### config.mk
export PLATFORM = sky130hd
export DESIGN_NAME = tcp_log_replay
export DESIGN_NICKNAME = d
export VERILOG_FILES = /design/src/verilog/log_noc_pkg.sv /design/src/verilog/log_entry_pkg.sv /design/src/verilog/noc_narrow_to_wide.sv /design/src/verilog/noc_wide_to_narrow.sv /design/src/verilog/log_recorder.sv /design/src/verilog/log_ram.sv /design/src/verilog/log_read_engine.sv /design/src/verilog/tcp_log_replay.sv
export VERILOG_INCLUDE_DIRS = /design/src /design/src/verilog
export SDC_FILE = /design/constraint.sdc
export NUM_CORES = 1
export LEC_CHECK = 0
export ABC_AREA = 1
export ABC_CLOCK_PERIOD_IN_PS = 9700
export BUFFER_PORTS_ARGS = -buffer_cell sky130_fd_sc_hd__buf_4
export CAP_MARGIN = 30
export CORE_ASPECT_RATIO = 0.75
export CORE_MARGIN = 1
export CORE_UTILIZATION = 35
export CTS_BUF_LIST = sky130_fd_sc_hd__clkbuf_8
export DETAILED_ROUTE_END_ITERATION = 7
export GPL_ROUTABILITY_DRIVEN = 0
export PLACE_DENSITY = 0.5
export RECOVER_POWER = 50
export SYNTH_ARGS = -nofsm -noshare
export SYNTH_HDL_FRONTEND = slang
export SYNTH_SLANG_ARGS = --single-unit
### constraint.sdc
create_clock -name clk -period 9.7 [get_ports clk]
set_input_delay 0.97 -clock clk [delete_from_list [all_inputs] [get_ports clk]]
set_output_delay 0.97 -clock clk [all_outputs]
set_load 0.03 [all_outputs]
### src/verilog/log_replay_defines.svh
`ifndef LOG_REPLAY_DEFINES_SVH
`define LOG_REPLAY_DEFINES_SVH

// Log depth as a power of two.
`define LOG_ENTRIES_LOG_2 4
`define LOG_ENTRIES (1 << `LOG_ENTRIES_LOG_2)
`define LOG_ADDR_W `LOG_ENTRIES_LOG_2

// Wide forward and response width.
`define NOC_DATA_WIDTH 64

// Narrow flit width on the read channel.
`define NOC_NARROW_W 32

`define LOG_SEQ_W 32

`endif

### src/verilog/log_noc_pkg.sv
`default_nettype none

`include "log_replay_defines.svh"

package log_noc_pkg;

    // Opcode sits in the top byte of a wide request.
    localparam int LOG_OP_W = 8;
    localparam int LOG_REQ_OP_LO = `NOC_DATA_WIDTH - LOG_OP_W;

    // Address is in the low LOG_ADDR_W bits.
    typedef enum logic [LOG_OP_W-1:0] {
        LOG_OP_READ_ENTRY = 8'd1,
        LOG_OP_READ_TAIL  = 8'd2
    } log_rd_op_e;

    // Returned for an unknown opcode.
    localparam logic [`NOC_DATA_WIDTH-1:0] LOG_RESP_BAD_OP = '1;

endpackage

`default_nettype wire

### src/verilog/log_entry_pkg.sv
`default_nettype none

`include "log_replay_defines.svh"

package log_entry_pkg;

    localparam int LOG_DATA_LO_W = `NOC_DATA_WIDTH / 2;

    // Sequence number in the high half.
    typedef struct packed {
        logic [`LOG_SEQ_W-1:0]    seq;
        logic [LOG_DATA_LO_W-1:0] data_lo;
    } log_entry_t;

    localparam int LOG_ENTRY_W = $bits(log_entry_t);

    typedef enum logic [1:0] {
        RD_IDLE, RD_MEM_REQ, RD_MEM_RESP, RD_SEND
    } log_rd_state_e;

endpackage

`default_nettype wire

### src/verilog/noc_narrow_to_wide.sv
`default_nettype none
`timescale 1ns/1ps

`include "log_replay_defines.svh"

module noc_narrow_to_wide (
     input  logic                           clk
    ,input  logic                           arst_n

    ,input  logic                           src_val
    ,input  logic   [`NOC_NARROW_W-1:0]     src_data
    ,output logic                           src_rdy

    ,output logic                           dst_val
    ,output logic   [`NOC_DATA_WIDTH-1:0]   dst_data
    ,input  logic                           dst_rdy
);

    logic                           flit_cnt;
    logic                           full;
    logic   [`NOC_DATA_WIDTH-1:0]   data_q;

    // Stall the narrow side while a wide word waits.
    assign src_rdy  = ~full;
    assign dst_val  = full;
    assign dst_data = data_q;

    always_ff @(posedge clk or negedge arst_n) begin
        if (!arst_n) begin
            flit_cnt <= 1'b0;
            full     <= 1'b0;
        end else if (src_val && src_rdy) begin
            flit_cnt <= ~flit_cnt;
            full     <= flit_cnt;
        end else if (dst_val && dst_rdy) begin
            full <= 1'b0;
        end
    end

    // High flit first.
    always_ff @(posedge clk) begin
        if (src_val && src_rdy) begin
            if (!flit_cnt) begin
                data_q[`NOC_DATA_WIDTH-1:`NOC_NARROW_W] <= src_data;
            end else begin
                data_q[`NOC_NARROW_W-1:0] <= src_data;
            end
        end
    end

endmodule

`default_nettype wire

### src/verilog/noc_wide_to_narrow.sv
`default_nettype none
`timescale 1ns/1ps

`include "log_replay_defines.svh"

module noc_wide_to_narrow (
     input  logic                           clk
    ,input  logic                           arst_n

    ,input  logic                           src_val
    ,input  logic   [`NOC_DATA_WIDTH-1:0]   src_data
    ,output logic                           src_rdy

    ,output logic                           dst_val
    ,output logic   [`NOC_NARROW_W-1:0]     dst_data
    ,input  logic                           dst_rdy
);

    logic                           full;
    logic                           half_sel;
    logic   [`NOC_DATA_WIDTH-1:0]   data_q;

    assign src_rdy  = ~full;
    assign dst_val  = full;
    assign dst_data = half_sel ? data_q[`NOC_NARROW_W-1:0]
                               : data_q[`NOC_DATA_WIDTH-1:`NOC_NARROW_W];

    always_ff @(posedge clk or negedge arst_n) begin
        if (!arst_n) begin
            full     <= 1'b0;
            half_sel <= 1'b0;
        end else if (src_val && src_rdy) begin
            full     <= 1'b1;
            half_sel <= 1'b0;
        end else if (dst_val && dst_rdy) begin
            // Free after the low half goes out.
            full     <= ~half_sel;
            half_sel <= ~half_sel;
        end
    end

    always_ff @(posedge clk) begin
        if (src_val && src_rdy) begin
            data_q <= src_data;
        end
    end

endmodule

`default_nettype wire

### src/verilog/log_recorder.sv
`default_nettype none
`timescale 1ns/1ps

`include "log_replay_defines.svh"

module log_recorder import log_entry_pkg::*; (
     input  logic                           clk
    ,input  logic                           arst_n

    ,input  logic                           fwd_val
    ,input  logic                           fwd_rdy
    ,input  logic   [`NOC_DATA_WIDTH-1:0]   fwd_data

    ,output logic                           wr_val
    ,output logic   [`LOG_ADDR_W-1:0]       wr_addr
    ,output log_entry_t                     wr_entry

    ,output logic   [`LOG_ADDR_W-1:0]       tail_addr
);

    logic                           fwd_fire;
    logic   [`LOG_ADDR_W-1:0]       tail_q;
    logic   [`LOG_SEQ_W-1:0]        seq_q;

    // Snoop only, never drives the forward ready.
    assign fwd_fire  = fwd_val & fwd_rdy;
    assign tail_addr = tail_q;

    always_ff @(posedge clk or negedge arst_n) begin
        if (!arst_n) begin
            wr_val <= 1'b0;
            tail_q <= '0;
            seq_q  <= '0;
        end else begin
            wr_val <= fwd_fire;
            if (fwd_fire) begin
                tail_q <= tail_q + 1'b1;
                seq_q  <= seq_q + 1'b1;
            end
        end
    end

    always_ff @(posedge clk) begin
        if (fwd_fire) begin
            wr_addr          <= tail_q;
            wr_entry.seq     <= seq_q;
            wr_entry.data_lo <= fwd_data[LOG_DATA_LO_W-1:0];
        end
    end

endmodule

`default_nettype wire

### src/verilog/log_ram.sv
`default_nettype none
`timescale 1ns/1ps

`include "log_replay_defines.svh"

module log_ram import log_entry_pkg::*; (
     input  logic                       clk
    ,input  logic                       arst_n

    ,input  logic                       wr_val
    ,input  logic   [`LOG_ADDR_W-1:0]   wr_addr
    ,input  log_entry_t                 wr_entry

    ,input  logic                       rd_req_val
    ,input  logic   [`LOG_ADDR_W-1:0]   rd_req_addr
    ,output logic                       rd_req_rdy

    ,output logic                       rd_resp_val
    ,output log_entry_t                 rd_resp_entry
    ,input  logic                       rd_resp_rdy
);

    logic   [LOG_ENTRY_W-1:0]   mem [`LOG_ENTRIES];
    logic                       rd_fire;

    // Accept when the response slot is empty or draining.
    assign rd_req_rdy = ~rd_resp_val | rd_resp_rdy;
    assign rd_fire    = rd_req_val & rd_req_rdy;

    always_ff @(posedge clk) begin
        if (wr_val) begin
            mem[wr_addr] <= wr_entry;
        end
    end

    always_ff @(posedge clk or negedge arst_n) begin
        if (!arst_n) begin
            rd_resp_val <= 1'b0;
        end else if (rd_fire) begin
            rd_resp_val <= 1'b1;
        end else if (rd_resp_rdy) begin
            rd_resp_val <= 1'b0;
        end
    end

    always_ff @(posedge clk) begin
        if (rd_fire) begin
            rd_resp_entry <= mem[rd_req_addr];
        end
    end

endmodule

`default_nettype wire

### src/verilog/log_read_engine.sv
`default_nettype none
`timescale 1ns/1ps

`include "log_replay_defines.svh"

module log_read_engine import log_noc_pkg::*, log_entry_pkg::*; (
     input  logic                           clk
    ,input  logic                           arst_n

    ,input  logic                           req_val
    ,input  logic   [`NOC_DATA_WIDTH-1:0]   req_data
    ,output logic                           req_rdy

    ,output logic                           resp_val
    ,output logic   [`NOC_DATA_WIDTH-1:0]   resp_data
    ,input  logic                           resp_rdy

    ,output logic                           mem_req_val
    ,output logic   [`LOG_ADDR_W-1:0]       mem_req_addr
    ,input  logic                           mem_req_rdy

    ,input  logic                           mem_resp_val
    ,input  log_entry_t                     mem_resp_entry
    ,output logic                           mem_resp_rdy

    ,input  logic   [`LOG_ADDR_W-1:0]       tail_addr
);

    log_rd_state_e                  state;
    log_rd_op_e                     req_op;
    logic   [`LOG_ADDR_W-1:0]       addr_q;
    logic   [`NOC_DATA_WIDTH-1:0]   resp_q;

    assign req_op = log_rd_op_e'(req_data[`NOC_DATA_WIDTH-1:LOG_REQ_OP_LO]);

    assign req_rdy      = (state == RD_IDLE);
    assign mem_req_val  = (state == RD_MEM_REQ);
    assign mem_req_addr = addr_q;
    assign mem_resp_rdy = (state == RD_MEM_RESP);
    assign resp_val     = (state == RD_SEND);
    assign resp_data    = resp_q;

    always_ff @(posedge clk or negedge arst_n) begin
        if (!arst_n) begin
            state <= RD_IDLE;
        end else begin
            case (state)
                RD_IDLE: begin
                    if (req_val) begin
                        state <= (req_op == LOG_OP_READ_ENTRY) ? RD_MEM_REQ : RD_SEND;
                    end
                end
                RD_MEM_REQ: begin
                    if (mem_req_rdy) begin
                        state <= RD_MEM_RESP;
                    end
                end
                RD_MEM_RESP: begin
                    if (mem_resp_val) begin
                        state <= RD_SEND;
                    end
                end
                RD_SEND: begin
                    if (resp_rdy) begin
                        state <= RD_IDLE;
                    end
                end
                default: state <= RD_IDLE;
            endcase
        end
    end

    // Response word, built on accept or on the memory return.
    always_ff @(posedge clk) begin
        if (req_val && req_rdy) begin
            addr_q <= req_data[`LOG_ADDR_W-1:0];
            case (req_op)
                LOG_OP_READ_ENTRY: resp_q <= resp_q;
                LOG_OP_READ_TAIL:  resp_q <= {{(`NOC_DATA_WIDTH-`LOG_ADDR_W){1'b0}}, tail_addr};
                default:           resp_q <= LOG_RESP_BAD_OP;
            endcase
        end else if (mem_resp_val && mem_resp_rdy) begin
            resp_q <= {mem_resp_entry.seq, mem_resp_entry.data_lo};
        end
    end

endmodule

`default_nettype wire

### src/verilog/tcp_log_replay.sv
`default_nettype none
`timescale 1ns/1ps

`include "log_replay_defines.svh"

module tcp_log_replay import log_entry_pkg::*; (
     input  logic                           clk
    ,input  logic                           arst_n

    ,input  logic                           inject_val
    ,input  logic   [`NOC_DATA_WIDTH-1:0]   inject_data
    ,output logic                           inject_rdy

    ,output logic                           noc0_val
    ,output logic   [`NOC_DATA_WIDTH-1:0]   noc0_data
    ,input  logic                           noc0_rdy

    ,input  logic                           rd_req_val
    ,input  logic   [`NOC_NARROW_W-1:0]     rd_req_data
    ,output logic                           rd_req_rdy

    ,output logic                           rd_resp_val
    ,output logic   [`NOC_NARROW_W-1:0]     rd_resp_data
    ,input  logic                           rd_resp_rdy
);

    logic                           wr_logger_mem_val;
    logic   [`LOG_ADDR_W-1:0]       wr_logger_mem_addr;
    log_entry_t                     wr_logger_mem_entry;
    logic   [`LOG_ADDR_W-1:0]       recorder_tail_addr;

    logic                           rd_req_logger_mem_val;
    logic   [`LOG_ADDR_W-1:0]       rd_req_logger_mem_addr;
    logic                           rd_req_logger_mem_rdy;
    logic                           rd_resp_logger_mem_val;
    log_entry_t                     rd_resp_logger_mem_entry;
    logic                           rd_resp_logger_mem_rdy;

    logic                           ctd_logger_read_val;
    logic   [`NOC_DATA_WIDTH-1:0]   ctd_logger_read_data;
    logic                           logger_read_ctd_rdy;
    logic                           logger_read_dtc_val;
    logic   [`NOC_DATA_WIDTH-1:0]   logger_read_dtc_data;
    logic                           dtc_logger_read_rdy;

    // Forward path, zero latency.
    assign noc0_val   = inject_val;
    assign noc0_data  = inject_data;
    assign inject_rdy = noc0_rdy;

    noc_narrow_to_wide ctd (
         .clk(clk), .arst_n(arst_n)
        ,.src_val(rd_req_val), .src_data(rd_req_data), .src_rdy(rd_req_rdy)
        ,.dst_val(ctd_logger_read_val), .dst_data(ctd_logger_read_data)
        ,.dst_rdy(logger_read_ctd_rdy)
    );

    log_read_engine logger_read (
         .clk(clk), .arst_n(arst_n)
        ,.req_val(ctd_logger_read_val), .req_data(ctd_logger_read_data)
        ,.req_rdy(logger_read_ctd_rdy)
        ,.resp_val(logger_read_dtc_val), .resp_data(logger_read_dtc_data)
        ,.resp_rdy(dtc_logger_read_rdy)
        ,.mem_req_val(rd_req_logger_mem_val), .mem_req_addr(rd_req_logger_mem_addr)
        ,.mem_req_rdy(rd_req_logger_mem_rdy)
        ,.mem_resp_val(rd_resp_logger_mem_val), .mem_resp_entry(rd_resp_logger_mem_entry)
        ,.mem_resp_rdy(rd_resp_logger_mem_rdy)
        ,.tail_addr(recorder_tail_addr)
    );

    noc_wide_to_narrow dtc (
         .clk(clk), .arst_n(arst_n)
        ,.src_val(logger_read_dtc_val), .src_data(logger_read_dtc_data)
        ,.src_rdy(dtc_logger_read_rdy)
        ,.dst_val(rd_resp_val), .dst_data(rd_resp_data), .dst_rdy(rd_resp_rdy)
    );

    log_recorder recorder (
         .clk(clk), .arst_n(arst_n)
        ,.fwd_val(inject_val), .fwd_rdy(noc0_rdy), .fwd_data(inject_data)
        ,.wr_val(wr_logger_mem_val), .wr_addr(wr_logger_mem_addr)
        ,.wr_entry(wr_logger_mem_entry)
        ,.tail_addr(recorder_tail_addr)
    );

    log_ram ram (
         .clk(clk), .arst_n(arst_n)
        ,.wr_val(wr_logger_mem_val), .wr_addr(wr_logger_mem_addr)
        ,.wr_entry(wr_logger_mem_entry)
        ,.rd_req_val(rd_req_logger_mem_val), .rd_req_addr(rd_req_logger_mem_addr)
        ,.rd_req_rdy(rd_req_logger_mem_rdy)
        ,.rd_resp_val(rd_resp_logger_mem_val), .rd_resp_entry(rd_resp_logger_mem_entry)
        ,.rd_resp_rdy(rd_resp_logger_mem_rdy)
    );

endmodule

`default_nettype wire

# Yosys cells after proc, flatten, opt, wreduce, memory -nomap -nowiden
# Memory sizes are Yosys's and may differ from the RTL's. A register that Yosys moved wholly into a read port is not among the register bits.
# Cells that the tools add are included.
# totals
regBits	280
ram_bits	1024
inputBits	102
elab_cells	71
n_memories	1
# memory_table
memory	words	word_bits	read_ports	rd_clocked_by_memory_dff	write_ports	line_no	text
ram.mem	16	64	1	1	1	log_ram.sv:23	logic [LOG_ENTRY_W-1:0] mem [`LOG_ENTRIES];
# classes
n_addsub	2
n_eq_ne	10
muxes	19
bitwise_logic	8
reduce_logical	14
# op_table
operator	count
$mux W64	2
$pmux W64 S2	1
$add A32 B1 Y32 const B	1
$mux W32	1
$mux W2	5
$mux W1	9
$eq A8 B1 Y1 const B	1
$eq A8 B2 Y1 const B	1
$ne A2 B2 Y1 const B	4
$pmux W2 S4	1
$reduce_bool A2 Y1	4
$reduce_and A2 Y1	3
$logic_and A1 B1 Y1	5
$not A1 Y1	5
$add A4 B1 Y4 const B	1
$eq A2 B2 Y1 const B	2
$reduce_and A4 Y1	1
$and A1 B1 Y1	2
$eq A2 B1 Y1 const B	1
$logic_not A2 Y1	1
$ne A2 B1 Y1 const B	1
$or A1 B1 Y1	1

# Depth between registers and ports, before layout
# Gate-level depths: netlist of the first run.
# depth
word_depth	4
depth_mapped	9
depth_no_buf	9

# Modules after synthesis
# A second synthesis of the first run with hierarchy kept.
# unflattened
cells_unflattened	5106
area_unflattened_um2	57965.6
# modules_own_cells
module	instances	cells_each	area_per_inst_um2	seq_area_each_um2
log_ram	1	4216	45970.3	32696.4
log_recorder	1	304	4008.8	2967.8
log_read_engine	1	264	2996.6	2092.0
noc_wide_to_narrow	1	178	2474.9	1971.9
noc_narrow_to_wide	1	78	2019.4	1971.9
tcp_log_replay	1	66	495.5	0.0

# Worst setup path before layout of the first run
# Ideal clock, no wire load.
# synth_path
kind	flip-flop to flip-flop
startpoint	register logger_read.state[0]
endpoint	register logger_read.resp_q[0] (netlist: logger_read.resp_data[0]) (enable)
setup_time_ns	0.524
t_arrival_ns	4.547
path_slack_ns	4.629
stages_incl_launch_ff	6
path_buffers	0
cell_sequence	dfrtp_1 -> inv_1 -> ha_1 -> nand2_1 -> clkinv_1 -> a31oi_1
# synth_via
elab_chain_len	4
word_cells_on_any_way	7
# synth_lines
item	line_no	text
from (decl)	log_read_engine.sv:29	log_rd_state_e state;
from (signal assigned)	log_read_engine.sv:50	state <= (req_op == LOG_OP_READ_ENTRY) ? RD_MEM_REQ : RD_SEND;
$logic_not A2 Y1 or $eq A2 B2 Y1 (tied branches)	log_read_engine.sv:36, log_read_engine.sv:39	
$logic_and A1 B1 Y1 (on tied branches)	log_read_engine.sv:75, log_read_engine.sv:82	
$ne A2 B2 Y1 (no source line) or $reduce_bool A2 Y1 (tied branches)	-	
$reduce_and A2 Y1 (no source line) (*)	-	
to (signal assigned)	log_read_engine.sv:78	LOG_OP_READ_ENTRY: resp_q <= resp_q;
to (signal assigned)	log_read_engine.sv:79	LOG_OP_READ_TAIL: resp_q <= {{(`NOC_DATA_WIDTH-`LOG_ADDR_W){1'b0}}, tail_addr};
to (signal assigned)	log_read_engine.sv:83	resp_q <= {mem_resp_entry.seq, mem_resp_entry.data_lo};
to (decl)	log_read_engine.sv:32	logic [`NOC_DATA_WIDTH-1:0] resp_q;
# Mark *: on every way between the ends. The rest lies on a longest branch, timed or not.
# A chain may end at the register's enable or synchronous reset.

# Worst setup path after layout of the first run
# layout_path
startpoint	register dtc.half_sel
endpoint	output rd_resp_data[12]
# layout_via
elab_chain_len	1
# layout_lines
item	line_no	text
from (decl)	noc_wide_to_narrow.sv:20	logic half_sel;
from (signal assigned)	noc_wide_to_narrow.sv:38	half_sel <= ~half_sel;
$mux W32	noc_wide_to_narrow.sv:25	assign dst_data = half_sel ? data_q[`NOC_NARROW_W-1:0]
to (decl)	tcp_log_replay.sv:23	,output logic [`NOC_NARROW_W-1:0] rd_resp_data
# No other way between the ends.

==> impl_metrics.toml, run 1 <==
[setup_path]
reg2reg_slack_ns = 5.36
r2r_start = "logger_read.state[0]"
required_ns = 8.73
cp-end-kind = "output pin"
arrival_ns = 5.55
start_kind = "flop"
critical_path_class = "flop to output pin"
worstReg2RegEnd = "logger_read.resp_data[50]"
rr_worst_depth = 7
path_max_fanout = 34

[synth]
synthesis.area_um2 = 53900
synth_top_cell_area_share = 0.725
synth_cells = 4116
ys_ff_latch = 1344
syn_nets = 4225
yosysWarningCount = 0
yosys.area.top_type = "edfxtp_1"
yosysSeqAreaShare = 0.745
ys_types = 30
synth.area.top_cells = "edfxtp_1 (72%), nand2_1 (4.3%), inv_1 (3.9%), nand3_1 (3.8%), o211ai_1 (3.6%)"
avgSynthCellArea_um2 = 13.1

[cells_and_area]
stdcell_area_um2 = 59500
num-nets-final = 4308
drive_above_1_share = 0.0938
layout_commonest_cell = "edfxtp_1"
final_cell_mix = "edfxtp_1 (1300), inv_1 (637), nand2_1 (613), nand3_1 (405), a21oi_1 (258)"
syn2layout_area_growth_pct = 10.4

[floorplanning]
initial_core_util = 0.353
rows = 124
fp.dieW_um = 455
coreArea_um2 = 153000
pin_count = 202
die_h_um = 342
die_area_um2 = 156000

[routing]
vias = 31000
initialDrtViolationCount = 3042
drc = 0
drt_pass1_iterations = 5
vias_per_cell = 4.86
routedWlPerCell_um = 21.3
postRouteAntennaNets = 0
wirelength_um = 136000

[clock_network]
htree_num_levels = 4
cts_setup_buffers = 0
cts_buffers = 201
cts_sinks = 1344
cts.clk_slew.worst_paths_ns = 0.06
post_cts_resized = 0
cts_root_buf = "clkbuf_8"
cts_tree = "built"
clock_latency_ns = 0.91
clockBufferDepth = 3
hold_buffers = 0

[timing]
post-route-min-period_ns = 6.52
drv_slew = 288
fmax_mhz = 153
rsz0062_at_grt = "false"
fin_skew_ns = 0.0395
tightest_slew_ns = 2.81
post-route-period-util = 0.672
worst_slack_ns = 3.18
finalHoldViolCount = 0
fin_setup_tns_ns = 0
final-setup-viol-count = 0
relSlewSlack = -0.875

[min_path]
min_from = "rd_req_data[30]"
hold_class = "primary input to flop"
hold_path_depth = 1
worst_hold_path.endpoint = "ctd.dst_data[62]"

[place]
dp_hpwl_um = 69300
io_buffers = 117
place_area_um2 = 56000
post-place-ws_ns = 6.35

[global_routing]
grt_overflow = 0
grt_pass1_vias = 29100
track_usage = 0.174
grt_start_max_net_pins = 241
grt_pass1_wl_um = 198000
antenna_found_initial = 5

[pwr]
p_leak_uw = 0.0220
power_uw = 14100
ir_worst_vdd_mv = 0.167
p_per_area_nw_per_um2 = 237

[job]
maxCapViolCount = 12

[outcome]
status = "finished with violations"
violations = "capacitance limit, slew limit"
[worst max-delay path, stage by stage, from the launching register on]
cell	delay, ns
dfrtp_1	0.32
clkbuf_1	1.70
inv_1	1.66
nand2_1	0.36
nand2_1	0.31
buf_4	0.28
[metrics by stage]
| stage | utilization | instances | hold WS, ns |
|---|---|---|---|
| 2_1_floorplan | - | 4116 | 0.400 |
| 3_3_place_gp | 0.366 | 6006 | 0.400 |
| 3_5_place_dp | 0.367 | 6010 | 0.405 |
| 4_1_cts | 0.390 | 6373 | 0.00691 |
| 5_1_grt | 0.390 | 6376 | 0.225 |
| 6_report | 0.390 | 6377 | 0.284 |
[where the power goes]
group          internal [µW]  switching, µW  total, µW  leakage, µW
clock network           2090           2190       4280      0.00215
logic                    687           1850       2540      0.00748
registers               7000            269       7270       0.0124
total                   9780           4310      14100       0.0220
[registers in the layout (all words and copies together), names as in the netlist, 2 cells and up]
| name | flops |
|---|---|
| ram.mem | 1024 |
| dtc.data_q | 64 |
| logger_read.resp_data | 64 |
| ram.rd_resp_entry | 64 |
| recorder.wr_entry | 64 |
| recorder.seq_q | 32 |
| ctd.dst_data | 12 |
| logger_read.mem_req_addr | 4 |
| recorder.tail_addr | 4 |
| recorder.wr_addr | 4 |
| logger_read.state | 2 |
[cell type report]
class	instances	area [µm²]
antenna	2	5.00
clock buffer	209	2880
clock inverter	154	739
fill	14500	93200
inverter	556	2100
multi-input combinational	1917	9690
sequential	1344	40100
tap	2016	2520
timing repair buffer	179	1430
[worst max-delay path by stage]
stage	start	to	slack, ns	depth (start not counted)
after floorplan	logger_read.state[0]	logger_read.resp_data[0]	4.63	5
after global placement	logger_read.state[0]	logger_read.resp_data[10]	6.19	6
after detailed placement	logger_read.state[1]	logger_read.resp_data[10]	6.35	7
after CTS	dtc.half_sel	rd_resp_data[12]	5.54	5
after global routing	dtc.half_sel	rd_resp_data[12]	3.03	5
final	dtc.half_sel	rd_resp_data[12]	3.18	5
[kinds of logic (layout without fill, tap and decap cells)]
| logic type | after synthesis | count (layout) | synth area share |
|---|---|---|---|
| and+or+nand+nor | 1098 | 1098 | 0.0872 |
| buffers and inverters | 855 | 1098 | 0.0766 |
| other | 0 | 2 | 0 |
| adders and majority gates | 7 | 7 | 0.00163 |
| xor gates and xnor gates | 28 | 28 | 0.00455 |
| DFF | 1344 | 1344 | 0.745 |
| AOI/OAI and AO/OA | 784 | 784 | 0.0849 |
[cell usage after synthesis, drive strengths merged]
cell and number:
edfxtp 1300, nand2 613, inv 555, nand3 405, o21ai 266, a21oi 259, o211ai 256, buf 249
nor2 59, clkbuf 50, dfrtp 44, xor2 16, xnor2 12, nand4 8, nor3 8, ha 7
nand3b 5, o22ai 2, a31oi 1, clkinv 1
[routing by layer]
metal | vias up | GRT usage | wire length, µm
li1 | 14700 | - | -
met1 | 15200 | 0.275 | 68300
met2 | 936 | 0.242 | 56000
met3 | 196 | 0.0310 | 8990
met4 | 0 | 0.0488 | 2320
met5 | - | 0 | 0
Note: power is estimated with default switching activity, not from simulation.
==> run 2: changes to the inputs <==
- ABC_CLOCK_PERIOD_IN_PS: 9700 -> 6200
- clock period: 9.7 -> 6.2 ns (I/O delays scaled with it)
==> run 2 against run 1 <==
Compared with the run above: the run still ends with capacitance limit, slew limit left; utilization grew 0.37 points; flip-flop and latch count stayed put; critical path depth rose by 1; die area unchanged; via count down 0.28%; clock-buffer cell count is 3 higher; critical path type unchanged; largest power group unchanged.
==> impl_metrics.toml, run 2 (same netlist as run 1, synthesis figures left out) <==
[outcome]
status = "finished with violations"
violations = "capacitance limit, slew limit"

[global_routing]
antenna_found_initial = 6
track_usage = 0.171
grt_overflow = 0
grt_start_max_net_pins = 219
grt_pass1_wl_um = 195000
grt_pass1_vias = 29300

[cells_and_area]
multi_input_comb_area_um2 = 9720
final_cell_mix = "edfxtp_1 (1300), inv_1 (629), nand2_1 (613), nand3_1 (404), a21oi_1 (259)"
largest-register = "ram.mem"
largest_register_ffs = 1024
fillers = 14500
num-nets-final = 4358
layout_commonest_cell = "edfxtp_1"
drive_above_1_share = 0.0971
syn2layout_area_growth_pct = 11.5
regArea_um2 = 40100

[pwr]
ir_worst_vdd_mv = 0.359
p_leak_uw = 0.0223
power_uw = 22000
p_per_area_nw_per_um2 = 366

[timing]
rsz0062_at_grt = "false"
fin_skew_ns = 0.0438
tightest_slew_ns = 2.94
post-route-min-period_ns = 4.49
relSlewSlack = -0.974
final-setup-viol-count = 0
fmax_mhz = 223
drv_slew = 193
post-route-period-util = 0.724
finalHoldViolCount = 0
fin_setup_tns_ns = 0

[routing]
wirelength_um = 133000
routedWlPerCell_um = 20.7
drc = 0
drt_pass1_iterations = 5
postRouteAntennaNets = 0
vias_per_cell = 4.81
initialDrtViolationCount = 2847
vias = 30900

[setup_path]
critical_path_class = "flop to output pin"
r2r_start = "logger_read.state[0]"
arrival_ns = 3.87
worstReg2RegEnd = "logger_read.resp_data[1]"
path_max_fanout = 34
crit_slowest_cell = "clkbuf_1"
reg2reg_slack_ns = 2.00
rr_worst_depth = 7
max_stage_delay_ns = 1.51
cp_top_family = "buffers and inverters"
critical_path_buf_inv_count = 4
cp-end-kind = "output pin"
required_ns = 5.58
crit_chain = "clkbuf_1 -> inv_1 -> buf_4 -> nand2_1 -> nand2_1 -> buf_4"
cp_num_cells = 6
start_kind = "flop"

[min_path]
hold_class = "flop to flop"
hold_path_depth = 0
worst_hold_path.endpoint = "dtc.data_q[39]"
min_from = "logger_read.resp_data[39]"

[clock_network]
htree_num_levels = 4
cts.clk_slew.worst_paths_ns = 0.06
cts_buffers = 200
clockBufferDepth = 3
post_cts_resized = 0
cts_sinks = 1344
cts_root_buf = "clkbuf_8"
clock_latency_ns = 0.89
cts_tree = "built"

[place]
dp_hpwl_um = 68100
io_buffers = 117

[floorplanning]
rows = 124
die_area_um2 = 156000
die_h_um = 342
pin_count = 202
fp.dieW_um = 455
initial_core_util = 0.353
coreArea_um2 = 153000

[job]
maxCapViolCount = 7
## run 2: cell type report
| class | instances | share of cell area |
|---|---|---|
| Sequential cell | 1344 | 0.668 |
| Multi-Input combinational cell | 1917 | 0.162 |
| Clock buffer | 212 | 0.0486 |
| Tap cell | 2016 | 0.0420 |
| Inverter | 556 | 0.0349 |
| Timing Repair Buffer | 230 | 0.0328 |
| Clock inverter | 147 | 0.0114 |
| Antenna cell | 1 | 0.0000417 |
## run 2: worst max-delay path by stage
stage	startpoint	endpoint	slack (ns)
2_1_floorplan	logger_read.state[0]	logger_read.resp_data[0]	1.13
3_3_place_gp	logger_read.state[0]	logger_read.resp_data[1]	2.85
3_5_place_dp	logger_read.state[0]	logger_read.resp_data[1]	2.81
4_1_cts	dtc.half_sel	rd_resp_data[12]	2.73
5_1_grt	dtc.half_sel	rd_resp_data[16]	1.51
6_report	dtc.half_sel	rd_resp_data[13]	1.71
## run 2: stage by stage
stage	hold WS, ns	util	setup slack, ns	instances	cell area, µm²
after floorplan	0.324	-	1.13	4116	53900
after global placement	0.401	0.367	2.85	6010	56000
after detailed placement	0.405	0.367	2.81	6013	56000
after CTS	0.239	0.394	2.73	6419	60100
after global routing	0.407	0.393	1.51	6423	60100
final	0.401	0.393	1.71	6423	60100
## run 2: power breakdown
group,switching (µW),internal [µW],leakage [µW]
clock network,3410,3260,0.00213
logic,2840,1100,0.00771
registers,441,11000,0.0124
total,6680,15300,0.0223
## run 2: routing by layer
metal  wire length (µm)  global-route usage  up-vias
met4               2210              0.0490        0
met3               8220              0.0310      185
met2              56400               0.244      838
li1                   -                   -    14700
met1              66300               0.263    15100
met5                  0                   0        -
## run 2: timing repair
| action | 4_1_cts | 5_1_grt |
|---|---|---|
| endpoints found under the hold margin | 92 | 0 |
| buffers inserted | 0 | 0 |
| hold buffers | 47 | 0 |
